**config.mk**
```make
export PLATFORM = sky130hd
export DESIGN_NAME = sfm_accumulator
export DESIGN_NICKNAME = d
export VERILOG_FILES = /design/src/sfm_acc_pkg.sv /design/src/sfm_acc_ctrl.sv /design/src/sfm_acc_mul_pipe.sv /design/src/sfm_acc_newton.sv /design/src/sfm_acc_recip_seed.sv /design/src/sfm_acc_sum.sv /design/src/sfm_accumulator.sv
export SDC_FILE = /design/constraint.sdc
export NUM_CORES = 2
export LEC_CHECK = 0
export BUFFER_PORTS_ARGS = -buffer_cell sky130_fd_sc_hd__buf_2
export CAP_MARGIN = 5
export CELL_PAD_IN_SITES_DETAIL_PLACEMENT = 1
export CELL_PAD_IN_SITES_GLOBAL_PLACEMENT = 1
export CORE_MARGIN = 2
export CORE_UTILIZATION = 52
export DETAILED_ROUTE_END_ITERATION = 8
export PLACE_DENSITY = 0.92
export SYNTH_ARGS = -nofsm -noshare
export SYNTH_HDL_FRONTEND = slang
export SYNTH_HIERARCHICAL = 1
export SYNTH_SLANG_ARGS = --single-unit
```
**constraint.sdc**
```tcl
create_clock -name clk_i -period 21.2 [get_ports clk_i]
set_clock_uncertainty 0.15 [all_clocks]
set_input_delay 2.12 -clock clk_i [delete_from_list [all_inputs] [get_ports clk_i]]
set_output_delay 2.12 -clock clk_i [all_outputs]
set_load 0.01 [all_outputs]
```
**src/sfm_acc_pkg.sv**
```systemverilog
// ---------------------------------------------------------------------------
// Unsigned Q16.16 data throughout. Changing FRAC_BITS needs new seed constants
// ---------------------------------------------------------------------------
package sfm_acc_pkg;

    localparam int unsigned Q_WIDTH        = 32;
    localparam int unsigned FRAC_BITS      = 16;
    localparam int unsigned INT_BITS       = Q_WIDTH - FRAC_BITS;
    localparam int unsigned N_INV_ITERS    = 3;
    localparam int unsigned MUL_STAGES     = 3;
    localparam int unsigned ITER_CNT_WIDTH = 2;
    localparam int unsigned LEAD_WIDTH     = $clog2(Q_WIDTH);

    localparam logic [Q_WIDTH-1:0] Q_ONE = 32'h0001_0000;
    localparam logic [Q_WIDTH-1:0] Q_TWO = 32'h0002_0000;
    localparam logic [Q_WIDTH-1:0] Q_MAX = '1;

    // Seed line 48/17 - 32/17*m, mantissa leading one sits at bit 15
    localparam logic [Q_WIDTH-1:0]    SEED_C0  = 32'd185043;
    localparam logic [Q_WIDTH-1:0]    SEED_C1  = 32'd123362;
    localparam logic [LEAD_WIDTH-1:0] MANT_POS = LEAD_WIDTH'(FRAC_BITS - 1);

    // Controller states
    localparam logic [2:0] ST_IDLE         = 3'd0;
    localparam logic [2:0] ST_ACCUMULATING = 3'd1;
    localparam logic [2:0] ST_FINISHING    = 3'd2;
    localparam logic [2:0] ST_INVERTING    = 3'd3;
    localparam logic [2:0] ST_DONE         = 3'd4;

    // Newton sequencer phases
    localparam logic [2:0] NR_IDLE     = 3'd0;
    localparam logic [2:0] NR_SEED     = 3'd1;
    localparam logic [2:0] NR_WAIT_DX  = 3'd2;
    localparam logic [2:0] NR_ISSUE_XD = 3'd3;
    localparam logic [2:0] NR_WAIT_XD  = 3'd4;
    localparam logic [2:0] NR_ISSUE_DX = 3'd5;

    typedef union packed {
        logic [Q_WIDTH-1:0] raw;
        struct packed {
            logic [INT_BITS-1:0]  int_part;
            logic [FRAC_BITS-1:0] frac_part;
        } fld;
    } fixed_word_u;

endpackage

```
**src/sfm_acc_ctrl.sv**
```systemverilog
// ---------------------------------------------------------------------------
// finish_i counts only while accumulating. acc_only_i is taken with it
// ---------------------------------------------------------------------------
`timescale 1ns/1ps

module sfm_acc_ctrl import sfm_acc_pkg::*; (
    input  logic clk_i,
    input  logic rst_ni,
    input  logic clear_i,
    input  logic add_valid_i,
    input  logic finish_i,
    input  logic acc_only_i,
    input  logic inv_done_i,
    output logic ready_o,
    output logic acc_en_o,
    output logic start_new_o,
    output logic inv_start_o,
    output logic acc_done_o,
    output logic valid_o
);

    logic [2:0] state_q;
    logic [2:0] state_d;
    logic       acc_only_q;
    logic       accept;
    logic       finish;

    assign finish      = (state_q == ST_ACCUMULATING) & finish_i;
    assign acc_en_o    = (state_q == ST_IDLE) | (state_q == ST_ACCUMULATING)
                       | (state_q == ST_DONE);
    // No term is taken in the finish cycle
    assign ready_o     = acc_en_o & ~finish;
    assign accept      = add_valid_i & ready_o;
    assign start_new_o = (state_q == ST_IDLE) | (state_q == ST_DONE);
    assign acc_done_o  = (state_q == ST_FINISHING);
    assign inv_start_o = (state_q == ST_FINISHING) & ~acc_only_q;
    assign valid_o     = (state_q == ST_DONE);

    always_comb begin
        state_d = state_q;
        case (state_q)
            ST_IDLE, ST_DONE: begin
                if (accept) begin
                    state_d = ST_ACCUMULATING;
                end
            end
            ST_ACCUMULATING: begin
                if (finish) begin
                    state_d = ST_FINISHING;
                end
            end
            ST_FINISHING: state_d = acc_only_q ? ST_IDLE : ST_INVERTING;
            ST_INVERTING: begin
                if (inv_done_i) begin
                    state_d = ST_DONE;
                end
            end
            default: state_d = ST_IDLE;
        endcase
    end

    always_ff @(posedge clk_i or negedge rst_ni) begin
        if (!rst_ni) begin
            state_q    <= ST_IDLE;
            acc_only_q <= 1'b0;
        end else if (clear_i) begin
            state_q    <= ST_IDLE;
            acc_only_q <= 1'b0;
        end else begin
            state_q <= state_d;
            if (finish) begin
                acc_only_q <= acc_only_i;
            end
        end
    end

endmodule

```
**src/sfm_acc_mul_pipe.sv**
```systemverilog
// ---------------------------------------------------------------------------
// Q16.16 product, truncated and saturated. Needs MUL_STAGES of 2 or more
// ---------------------------------------------------------------------------
`timescale 1ns/1ps

module sfm_acc_mul_pipe import sfm_acc_pkg::*; (
    input  logic        clk_i,
    input  logic        rst_ni,
    input  logic        clear_i,
    input  logic        valid_i,
    input  fixed_word_u a_i,
    input  fixed_word_u b_i,
    output logic        valid_o,
    output fixed_word_u p_o
);

    logic [Q_WIDTH-1:0]    a_q;
    logic [Q_WIDTH-1:0]    b_q;
    logic [2*Q_WIDTH-1:0]  prod;
    logic [Q_WIDTH-1:0]    scaled;
    logic [Q_WIDTH-1:0]    res_q [MUL_STAGES-1];
    logic [MUL_STAGES-1:0] vld_q;

    assign prod = a_q * b_q;

    // Drop the low fraction bits, clip anything above the integer range
    assign scaled = (prod[2*Q_WIDTH-1:Q_WIDTH+FRAC_BITS] != '0) ? Q_MAX
                  : prod[Q_WIDTH+FRAC_BITS-1:FRAC_BITS];

    always_ff @(posedge clk_i) begin
        if (valid_i) begin
            a_q <= a_i.raw;
            b_q <= b_i.raw;
        end
        res_q[0] <= scaled;
        for (int i = 1; i < MUL_STAGES - 1; i++) begin
            res_q[i] <= res_q[i-1];
        end
    end

    always_ff @(posedge clk_i or negedge rst_ni) begin
        if (!rst_ni) begin
            vld_q <= '0;
        end else if (clear_i) begin
            vld_q <= '0;
        end else begin
            vld_q <= {vld_q[MUL_STAGES-2:0], valid_i};
        end
    end

    assign valid_o = vld_q[MUL_STAGES-1];
    assign p_o.raw = res_q[MUL_STAGES-2];

endmodule

```
**src/sfm_acc_newton.sv**
```systemverilog
// ---------------------------------------------------------------------------
// x <- x*(2 - d*x), one product in flight. den_i must hold during the run
// ---------------------------------------------------------------------------
`timescale 1ns/1ps

module sfm_acc_newton import sfm_acc_pkg::*; (
    input  logic        clk_i,
    input  logic        rst_ni,
    input  logic        clear_i,
    input  logic        start_i,
    input  fixed_word_u den_i,
    output logic        done_o,
    output fixed_word_u recip_o
);

    logic [2:0]                phase_q;
    logic [ITER_CNT_WIDTH-1:0] iter_q;
    logic                      done_q;
    logic                      last_iter;
    logic                      mul_valid;
    logic                      prod_valid;
    fixed_word_u               seed;
    fixed_word_u               x_q;
    fixed_word_u               diff_q;
    fixed_word_u               mul_a;
    fixed_word_u               mul_b;
    fixed_word_u               prod;

    sfm_acc_recip_seed u_seed (
        .clk_i   (clk_i),
        .rst_ni  (rst_ni),
        .start_i (start_i),
        .den_i   (den_i),
        .seed_o  (seed)
    );

    // Operand select, d*x by default
    always_comb begin
        mul_valid = 1'b0;
        mul_a     = den_i;
        mul_b     = x_q;
        case (phase_q)
            NR_SEED: begin
                mul_valid = 1'b1;
                mul_b     = seed;
            end
            NR_ISSUE_DX: mul_valid = 1'b1;
            NR_ISSUE_XD: begin
                mul_valid = 1'b1;
                mul_a     = x_q;
                mul_b     = diff_q;
            end
            default: mul_valid = 1'b0;
        endcase
    end

    sfm_acc_mul_pipe u_mul (
        .clk_i   (clk_i),
        .rst_ni  (rst_ni),
        .clear_i (clear_i),
        .valid_i (mul_valid),
        .a_i     (mul_a),
        .b_i     (mul_b),
        .valid_o (prod_valid),
        .p_o     (prod)
    );

    assign last_iter = (iter_q == ITER_CNT_WIDTH'(N_INV_ITERS - 1));

    always_ff @(posedge clk_i or negedge rst_ni) begin
        if (!rst_ni) begin
            phase_q   <= NR_IDLE;
            iter_q    <= '0;
            done_q    <= 1'b0;
            x_q.raw   <= Q_ONE;
        end else if (clear_i) begin
            phase_q   <= NR_IDLE;
            iter_q    <= '0;
            done_q    <= 1'b0;
            x_q.raw   <= Q_ONE;
        end else begin
            done_q <= 1'b0;
            case (phase_q)
                NR_IDLE: begin
                    if (start_i) begin
                        phase_q <= NR_SEED;
                        iter_q  <= '0;
                    end
                end
                NR_SEED: begin
                    x_q     <= seed;
                    phase_q <= NR_WAIT_DX;
                end
                NR_ISSUE_DX: phase_q <= NR_WAIT_DX;
                NR_WAIT_DX: begin
                    if (prod_valid) begin
                        phase_q <= NR_ISSUE_XD;
                    end
                end
                NR_ISSUE_XD: phase_q <= NR_WAIT_XD;
                NR_WAIT_XD: begin
                    if (prod_valid) begin
                        x_q <= prod;
                        if (last_iter) begin
                            done_q  <= 1'b1;
                            phase_q <= NR_IDLE;
                        end else begin
                            iter_q  <= iter_q + 1'b1;
                            phase_q <= NR_ISSUE_DX;
                        end
                    end
                end
                default: phase_q <= NR_IDLE;
            endcase
        end
    end

    // Correction term 2 - d*x, floored at zero
    always_ff @(posedge clk_i) begin
        if ((phase_q == NR_WAIT_DX) && prod_valid) begin
            diff_q.raw <= (prod.raw > Q_TWO) ? '0 : Q_TWO - prod.raw;
        end
    end

    assign done_o  = done_q;
    assign recip_o = x_q;

endmodule

```
**src/sfm_acc_recip_seed.sv**
```systemverilog
// ---------------------------------------------------------------------------
// First guess of 1/d, about 1/17 relative error. Zero or tiny d gives Q_MAX
// ---------------------------------------------------------------------------
`timescale 1ns/1ps

module sfm_acc_recip_seed import sfm_acc_pkg::*; (
    input  logic        clk_i,
    input  logic        rst_ni,
    input  logic        start_i,
    input  fixed_word_u den_i,
    output fixed_word_u seed_o
);

    logic [LEAD_WIDTH-1:0]        lead_pos;
    logic                         is_zero;
    logic [Q_WIDTH-1:0]           mant;
    logic [2*Q_WIDTH-1:0]         slope;
    logic [Q_WIDTH-1:0]           guess;
    logic [Q_WIDTH+FRAC_BITS-1:0] wide;
    fixed_word_u                  seed_d;
    fixed_word_u                  seed_q;

    // Leading one, searched in the integer field first
    always_comb begin
        lead_pos = '0;
        if (den_i.fld.int_part != '0) begin
            for (int i = 0; i < INT_BITS; i++) begin
                if (den_i.fld.int_part[i]) begin
                    lead_pos = LEAD_WIDTH'(FRAC_BITS + i);
                end
            end
        end else begin
            for (int i = 0; i < FRAC_BITS; i++) begin
                if (den_i.fld.frac_part[i]) begin
                    lead_pos = LEAD_WIDTH'(i);
                end
            end
        end
    end

    assign is_zero = (den_i.raw == '0);

    always_comb begin
        // Normalize to m in [0.5,1)
        if (lead_pos > MANT_POS) begin
            mant = den_i.raw >> (lead_pos - MANT_POS);
        end else begin
            mant = den_i.raw << (MANT_POS - lead_pos);
        end
        slope = SEED_C1 * mant;
        guess = SEED_C0 - slope[Q_WIDTH+FRAC_BITS-1:FRAC_BITS];

        // Undo the normalization with the opposite exponent
        if (lead_pos > MANT_POS) begin
            wide = {{FRAC_BITS{1'b0}}, guess} >> (lead_pos - MANT_POS);
        end else begin
            wide = {{FRAC_BITS{1'b0}}, guess} << (MANT_POS - lead_pos);
        end

        if (is_zero || (wide[Q_WIDTH+FRAC_BITS-1:Q_WIDTH] != '0)) begin
            seed_d.raw = Q_MAX;
        end else begin
            seed_d.raw = wide[Q_WIDTH-1:0];
        end
    end

    always_ff @(posedge clk_i or negedge rst_ni) begin
        if (!rst_ni) begin
            seed_q.raw <= '0;
        end else if (start_i) begin
            seed_q <= seed_d;
        end
    end

    assign seed_o = seed_q;

endmodule

```
**src/sfm_acc_sum.sv**
```systemverilog
// ---------------------------------------------------------------------------
// Running sum saturates at Q_MAX once the integer part overflows
// ---------------------------------------------------------------------------
`timescale 1ns/1ps

module sfm_acc_sum import sfm_acc_pkg::*; (
    input  logic        clk_i,
    input  logic        rst_ni,
    input  logic        clear_i,
    input  logic        en_i,
    input  logic        start_new_i,
    input  logic        add_valid_i,
    input  fixed_word_u add_i,
    input  logic        ready_i,
    output fixed_word_u sum_o
);

    fixed_word_u          sum_q;
    fixed_word_u          base;
    fixed_word_u          sum_d;
    logic [FRAC_BITS:0]   frac_sum;
    logic [INT_BITS:0]    int_sum;
    logic                 accept;

    assign accept = en_i & ready_i & add_valid_i;

    always_comb begin
        // A new run adds the first term to zero
        base.raw = start_new_i ? '0 : sum_q.raw;
        frac_sum = {1'b0, base.fld.frac_part} + {1'b0, add_i.fld.frac_part};
        int_sum  = {1'b0, base.fld.int_part} + {1'b0, add_i.fld.int_part}
                 + {{INT_BITS{1'b0}}, frac_sum[FRAC_BITS]};
        if (int_sum[INT_BITS]) begin
            sum_d.raw = Q_MAX;
        end else begin
            sum_d.fld.int_part  = int_sum[INT_BITS-1:0];
            sum_d.fld.frac_part = frac_sum[FRAC_BITS-1:0];
        end
    end

    always_ff @(posedge clk_i or negedge rst_ni) begin
        if (!rst_ni) begin
            sum_q.raw <= '0;
        end else if (clear_i) begin
            sum_q.raw <= '0;
        end else if (accept) begin
            sum_q <= sum_d;
        end
    end

    assign sum_o = sum_q;

endmodule

```
**src/sfm_accumulator.sv**
```systemverilog
// ---------------------------------------------------------------------------
// Softmax denominator and its reciprocal. Inputs are non-negative Q16.16
// ---------------------------------------------------------------------------
`timescale 1ns/1ps

module sfm_accumulator import sfm_acc_pkg::*; (
    input  logic        clk_i,
    input  logic        rst_ni,
    input  logic        clear_i,
    input  logic        add_valid_i,
    input  fixed_word_u add_i,
    output logic        ready_o,
    input  logic        finish_i,
    input  logic        acc_only_i,
    output logic        acc_done_o,
    output fixed_word_u sum_o,
    output logic        valid_o,
    output fixed_word_u recip_o
);

    logic        acc_en;
    logic        start_new;
    logic        inv_start;
    logic        inv_done;
    fixed_word_u sum;

    sfm_acc_ctrl u_ctrl (
        .clk_i       (clk_i),
        .rst_ni      (rst_ni),
        .clear_i     (clear_i),
        .add_valid_i (add_valid_i),
        .finish_i    (finish_i),
        .acc_only_i  (acc_only_i),
        .inv_done_i  (inv_done),
        .ready_o     (ready_o),
        .acc_en_o    (acc_en),
        .start_new_o (start_new),
        .inv_start_o (inv_start),
        .acc_done_o  (acc_done_o),
        .valid_o     (valid_o)
    );

    sfm_acc_sum u_sum (
        .clk_i       (clk_i),
        .rst_ni      (rst_ni),
        .clear_i     (clear_i),
        .en_i        (acc_en),
        .start_new_i (start_new),
        .add_valid_i (add_valid_i),
        .add_i       (add_i),
        .ready_i     (ready_o),
        .sum_o       (sum)
    );

    // Sum stays stable through inversion, so it feeds the divider directly
    sfm_acc_newton u_newton (
        .clk_i   (clk_i),
        .rst_ni  (rst_ni),
        .clear_i (clear_i),
        .start_i (inv_start),
        .den_i   (sum),
        .done_o  (inv_done),
        .recip_o (recip_o)
    );

    assign sum_o = sum;

endmodule

```
==> metrics.txt <==
# TYPE chip_impl_metric gauge
chip_impl_metric{name="synth_cells",unit=""} 7392
chip_impl_metric{name="grt.met2_usage",unit="%"} 67.1
chip_impl_metric{name="global_route.usage.total",unit="%"} 41.4
chip_impl_info{name="critical-path-top-cell-by-count",value="ha_1"} 1
chip_impl_metric{name="numCtsBuffers",unit=""} 30
chip_impl_metric{name="synth_async_sr_flop_share",unit="%"} 40.5
chip_impl_metric{name="yosys_warnings",unit=""} 6
chip_impl_metric{name="drv_cap",unit=""} 0
chip_impl_metric{name="cts_max_level",unit=""} 1
chip_impl_metric{name="grt_first_pass_wirelength",unit="um"} 400000
chip_impl_metric{name="area_growth",unit="%"} 3.91
chip_impl_info{name="setup.worst_path.start",value="u_sum/sum_o[27]$_DFFE_PN0P_"} 1
chip_impl_info{name="most_used_flip_flop_cell_after_synthesis",value="dfrtp_1"} 1
chip_impl_metric{name="final_layout_fill_cell_count",unit=""} 14442
chip_impl_info{name="critical_path.startpoint_type",value="flip-flop"} 1
chip_impl_metric{name="multi_input_area",unit="um2"} 51500
chip_impl_metric{name="place.port_buffers",unit=""} 104
chip_impl_metric{name="final_min_period_over_clock_period",unit="%"} 82.4
chip_impl_info{name="post_synth_most_frequent_cells",value="inv_1 (1151), fa_1 (1041), nand2_1 (789)"} 1
chip_impl_metric{name="ys_seq_elements",unit=""} 269
chip_impl_metric{name="cts.repair.resized",unit=""} 0
chip_impl_metric{name="final-setup-viol-count",unit=""} 0
chip_impl_metric{name="net_count_reported_at_finish",unit=""} 8738
chip_impl_metric{name="cts_sinks",unit=""} 269
chip_impl_metric{name="finalWeightedCongestion",unit=""} 1.06
chip_impl_metric{name="drc",unit=""} 0
chip_impl_info{name="synth_area_leader_cell",value="fa_1"} 1
chip_impl_metric{name="seq_area",unit="um2"} 6890
chip_impl_metric{name="dp_hpwl",unit="um"} 207000
chip_impl_metric{name="wl",unit="um"} 263000
chip_impl_metric{name="slew_viol_final",unit=""} 0
chip_impl_metric{name="finish.cell_count_without_fillers",unit=""} 8841
chip_impl_metric{name="met3_usage_grt",unit="%"} 9.40
chip_impl_metric{name="post-route-worst-setup-slack",unit="ps"} 3740
chip_impl_info{name="tightest_hold_check_type",value="flip-flop to flip-flop"} 1
chip_impl_metric{name="grt.met1_usage",unit="%"} 50.9
chip_impl_metric{name="synth_unique_cells",unit=""} 130
chip_impl_metric{name="core-area",unit="um2"} 124000
chip_impl_metric{name="cts.reportedPaths.clkPinSlew",unit="ps"} 80
chip_impl_metric{name="die_y",unit="um"} 357
chip_impl_metric{name="post_dp_cell_area",unit="um2"} 66200
chip_impl_metric{name="hold_buffers",unit=""} 0
chip_impl_metric{name="cts_post_setup_buffers_inserted",unit=""} 0
chip_impl_metric{name="number_of_detailed_routing_iterations_run_before_antenna_repair",unit=""} 8
chip_impl_metric{name="initial_core_utilization",unit="%"} 52.3
chip_impl_metric{name="design_area",unit="um2"} 67200
chip_impl_metric{name="die_area",unit="um2"} 127000
chip_impl_metric{name="measured_slew_at_the_worst_slew_check_pin",unit="ps"} 1330
chip_impl_metric{name="critPathMaxStageDelay",unit="ps"} 920
chip_impl_info{name="worst_path_max_delay_cell",value="xnor2_1"} 1
chip_impl_info{name="outcome",value="finished, final reports clean"} 1
chip_impl_metric{name="cts.path.max_buffers",unit=""} 3
chip_impl_info{name="rsz0062_at_grt",value="no"} 1
chip_impl_info{name="path_class",value="flip-flop to flip-flop"} 1
chip_impl_metric{name="post_layout_min_period",unit="ps"} 17460
chip_impl_metric{name="final_layout_size_suffix_gt1_share",unit="%"} 7.22
chip_impl_metric{name="wl_per_cell",unit="um"} 29.8
chip_impl_metric{name="cell_count_after_placement",unit=""} 8783
chip_impl_info{name="cts_tree",value="built"} 1
chip_impl_metric{name="globalRouteOverflowTotal",unit=""} 0
chip_impl_metric{name="postSynthAreaPerCell",unit="um2"} 8.76
chip_impl_metric{name="rows",unit=""} 129
chip_impl_metric{name="die-width",unit="um"} 357
chip_impl_metric{name="detailedPlace.worstSlack",unit="ps"} 4490
chip_impl_metric{name="post_synth_edffs",unit=""} 96
chip_impl_metric{name="grt_pass1_vias",unit=""} 64957
chip_impl_metric{name="maximum_fanout_along_the_worst_path",unit=""} 56
chip_impl_metric{name="grt_antenna_before_repair",unit=""} 10
chip_impl_metric{name="via_count",unit=""} 58324
chip_impl_metric{name="detail_route.iter0.violations",unit=""} 6090
chip_impl_info{name="critical_path.reg2reg.startpoint",value="u_sum/sum_o[27]$_DFFE_PN0P_"} 1
chip_impl_metric{name="reg2reg_slack",unit="ps"} 3740
chip_impl_metric{name="clock.fmax",unit="GHz"} 0.0573
chip_impl_metric{name="synth_seq_area_share",unit="%"} 10.7
chip_impl_info{name="most_instantiated_library_cell_after_synthesis",value="inv_1"} 1
chip_impl_metric{name="io_pins",unit=""} 105
chip_impl_metric{name="largest_net_degree_at_the_start_of_global_routing",unit=""} 76
chip_impl_metric{name="setup-tns-final",unit="ps"} 0
chip_impl_metric{name="crit_required",unit="ps"} 21570
chip_impl_metric{name="clk_latency",unit="ps"} 620
chip_impl_metric{name="synth.top_cell.area_share",unit="%"} 32.2
chip_impl_info{name="synth.top_cells.by_area",value="fa_1 (32%), ha_1 (9.3%), inv_1 (6.7%), and2_1 (6.7%), nand2_1 (4.6%)"} 1
chip_impl_info{name="grt.busiest_layer",value="met2"} 1
chip_impl_metric{name="final_antenna_net_count",unit=""} 0
chip_impl_info{name="cts-root-buf",value="clkbuf_16"} 1
chip_impl_metric{name="hold_violations",unit=""} 0
chip_impl_metric{name="post_drt_via_cell_ratio",unit=""} 6.60
chip_impl_metric{name="cp.arrival",unit="ps"} 17830
chip_impl_metric{name="maxSlewHeadroom",unit="%"} 10.7
chip_impl_info{name="holdCritStartpoint",value="u_newton/u_mul/res_q[0][13]$_SDFF_PP1_"} 1
chip_impl_metric{name="mappedNetlistArea",unit="um2"} 64700
chip_impl_info{name="crit_path_end_kind",value="flip-flop"} 1
cell type report:
cell class	count	area share, %
multi-input combinational	5497	76.6
antenna	2	0.00744
clock inverter	12	0.127
inverter	1155	6.45
sequential	269	10.3
timing repair buffer	225	2.13
clock buffer	44	1.36
tap	1637	3.05
worst paths after layout:
check	cells past startpoint	to
min in group asynchronous	1	u_ctrl/state_q[0]$_DFFE_PN0P_
worst max-delay path	48	u_newton/u_seed/seed_o[26]$_DFFE_PN0P_
worst min-delay path	0	u_newton/u_mul/res_q[0][45]$_DFF_P_
max in group asynchronous	2	u_newton/u_seed/seed_o[7]$_DFFE_PN0P_
worst max register to register	48	u_newton/u_seed/seed_o[26]$_DFFE_PN0P_
worst min register to register	0	u_newton/u_mul/res_q[0][45]$_DFF_P_
flip-flops by register name, summed over array words and instances (netlist names), 2 cells and up:
signal and flops:
u_newton/recip_o 32, u_ctrl/state_q 3, u_newton/phase_q 3, u_newton/u_mul/vld_q 3, u_newton/u_mul/b_q 32, u_newton/u_mul/res_q 64
u_sum/sum_o 32, u_newton/u_mul/a_q 32, u_newton/iter_q 2, u_newton/u_seed/seed_o 32, u_newton/diff_q 32
layer usage:
layer	wire [um]	share of wire, %
met1	96600	37
met4	17900	6.8
met5	74	0.028
met2	122000	46
met3	26600	10
kinds of logic (layout without fill, tap and decap cells):
family	after synthesis	count (layout)	share of synthesized area (%)
adders and majority gates	1526	1526	41.6
buffers and inverters	1632	1436	9.93
muxes	270	270	4.83
xor gates and xnor gates	130	130	1.83
DFF	269	269	10.7
AOI/OAI and AO/OA	1154	1154	12.0
and+or+nand+nor	2410	2410	19.2
other	1	9	0.00579
stage by stage:
step,hold WS (ps),util [%]
6_report,178,54.4
5_1_grt,185,54.4
4_1_cts,178,54.4
3_5_place_dp,164,53.6
3_3_place_gp,161,53.6
2_1_floorplan,160,-
cell usage in the layout (no fill, tap or decap), drive strengths merged, types with 23 or more instances in the layout:
| cell type | Yosys | routed |
|---|---|---|
| fa | 1041 | 1041 |
| nand2 | 797 | 797 |
| nor3 | 124 | 124 |
| or3 | 31 | 31 |
| xor2 | 47 | 47 |
| and2 | 690 | 690 |
| mux2 | 84 | 84 |
| o22ai | 48 | 48 |
| a31oi | 51 | 51 |
| and3 | 35 | 35 |
| o31ai | 23 | 23 |
| a211oi | 60 | 60 |
| nand3 | 85 | 85 |
| nor4 | 76 | 76 |
| a21oi | 306 | 306 |
| o211ai | 46 | 46 |
| buf | 119 | 225 |
| mux2i | 161 | 161 |
| dfrtp | 108 | 108 |
| nor2 | 326 | 326 |
| inv | 1155 | 1161 |
| o21a | 23 | 23 |
| xnor2 | 83 | 83 |
| mux4 | 25 | 25 |
| nand4 | 72 | 72 |
| clkbuf | 358 | 44 |
| o21ai | 265 | 265 |
| a21o | 60 | 60 |
| dfxtp | 64 | 64 |
| nand2b | 23 | 23 |
| ha | 481 | 481 |
| nor2b | 52 | 52 |
| edfxtp | 96 | 96 |
critical path, delay by kind of cell (launching register included):
kind | cells | cell delay [ps]
fa+ha+maj | 9 | 4280
flops | 1 | 530
simple gates | 18 | 5350
compound gates | 14 | 4150
buf+inv | 6 | 1920
xor+xnor | 1 | 920
Power is not shown: default switching activity piles up to over one toggle a cycle in this logic, so the estimate is an artifact.
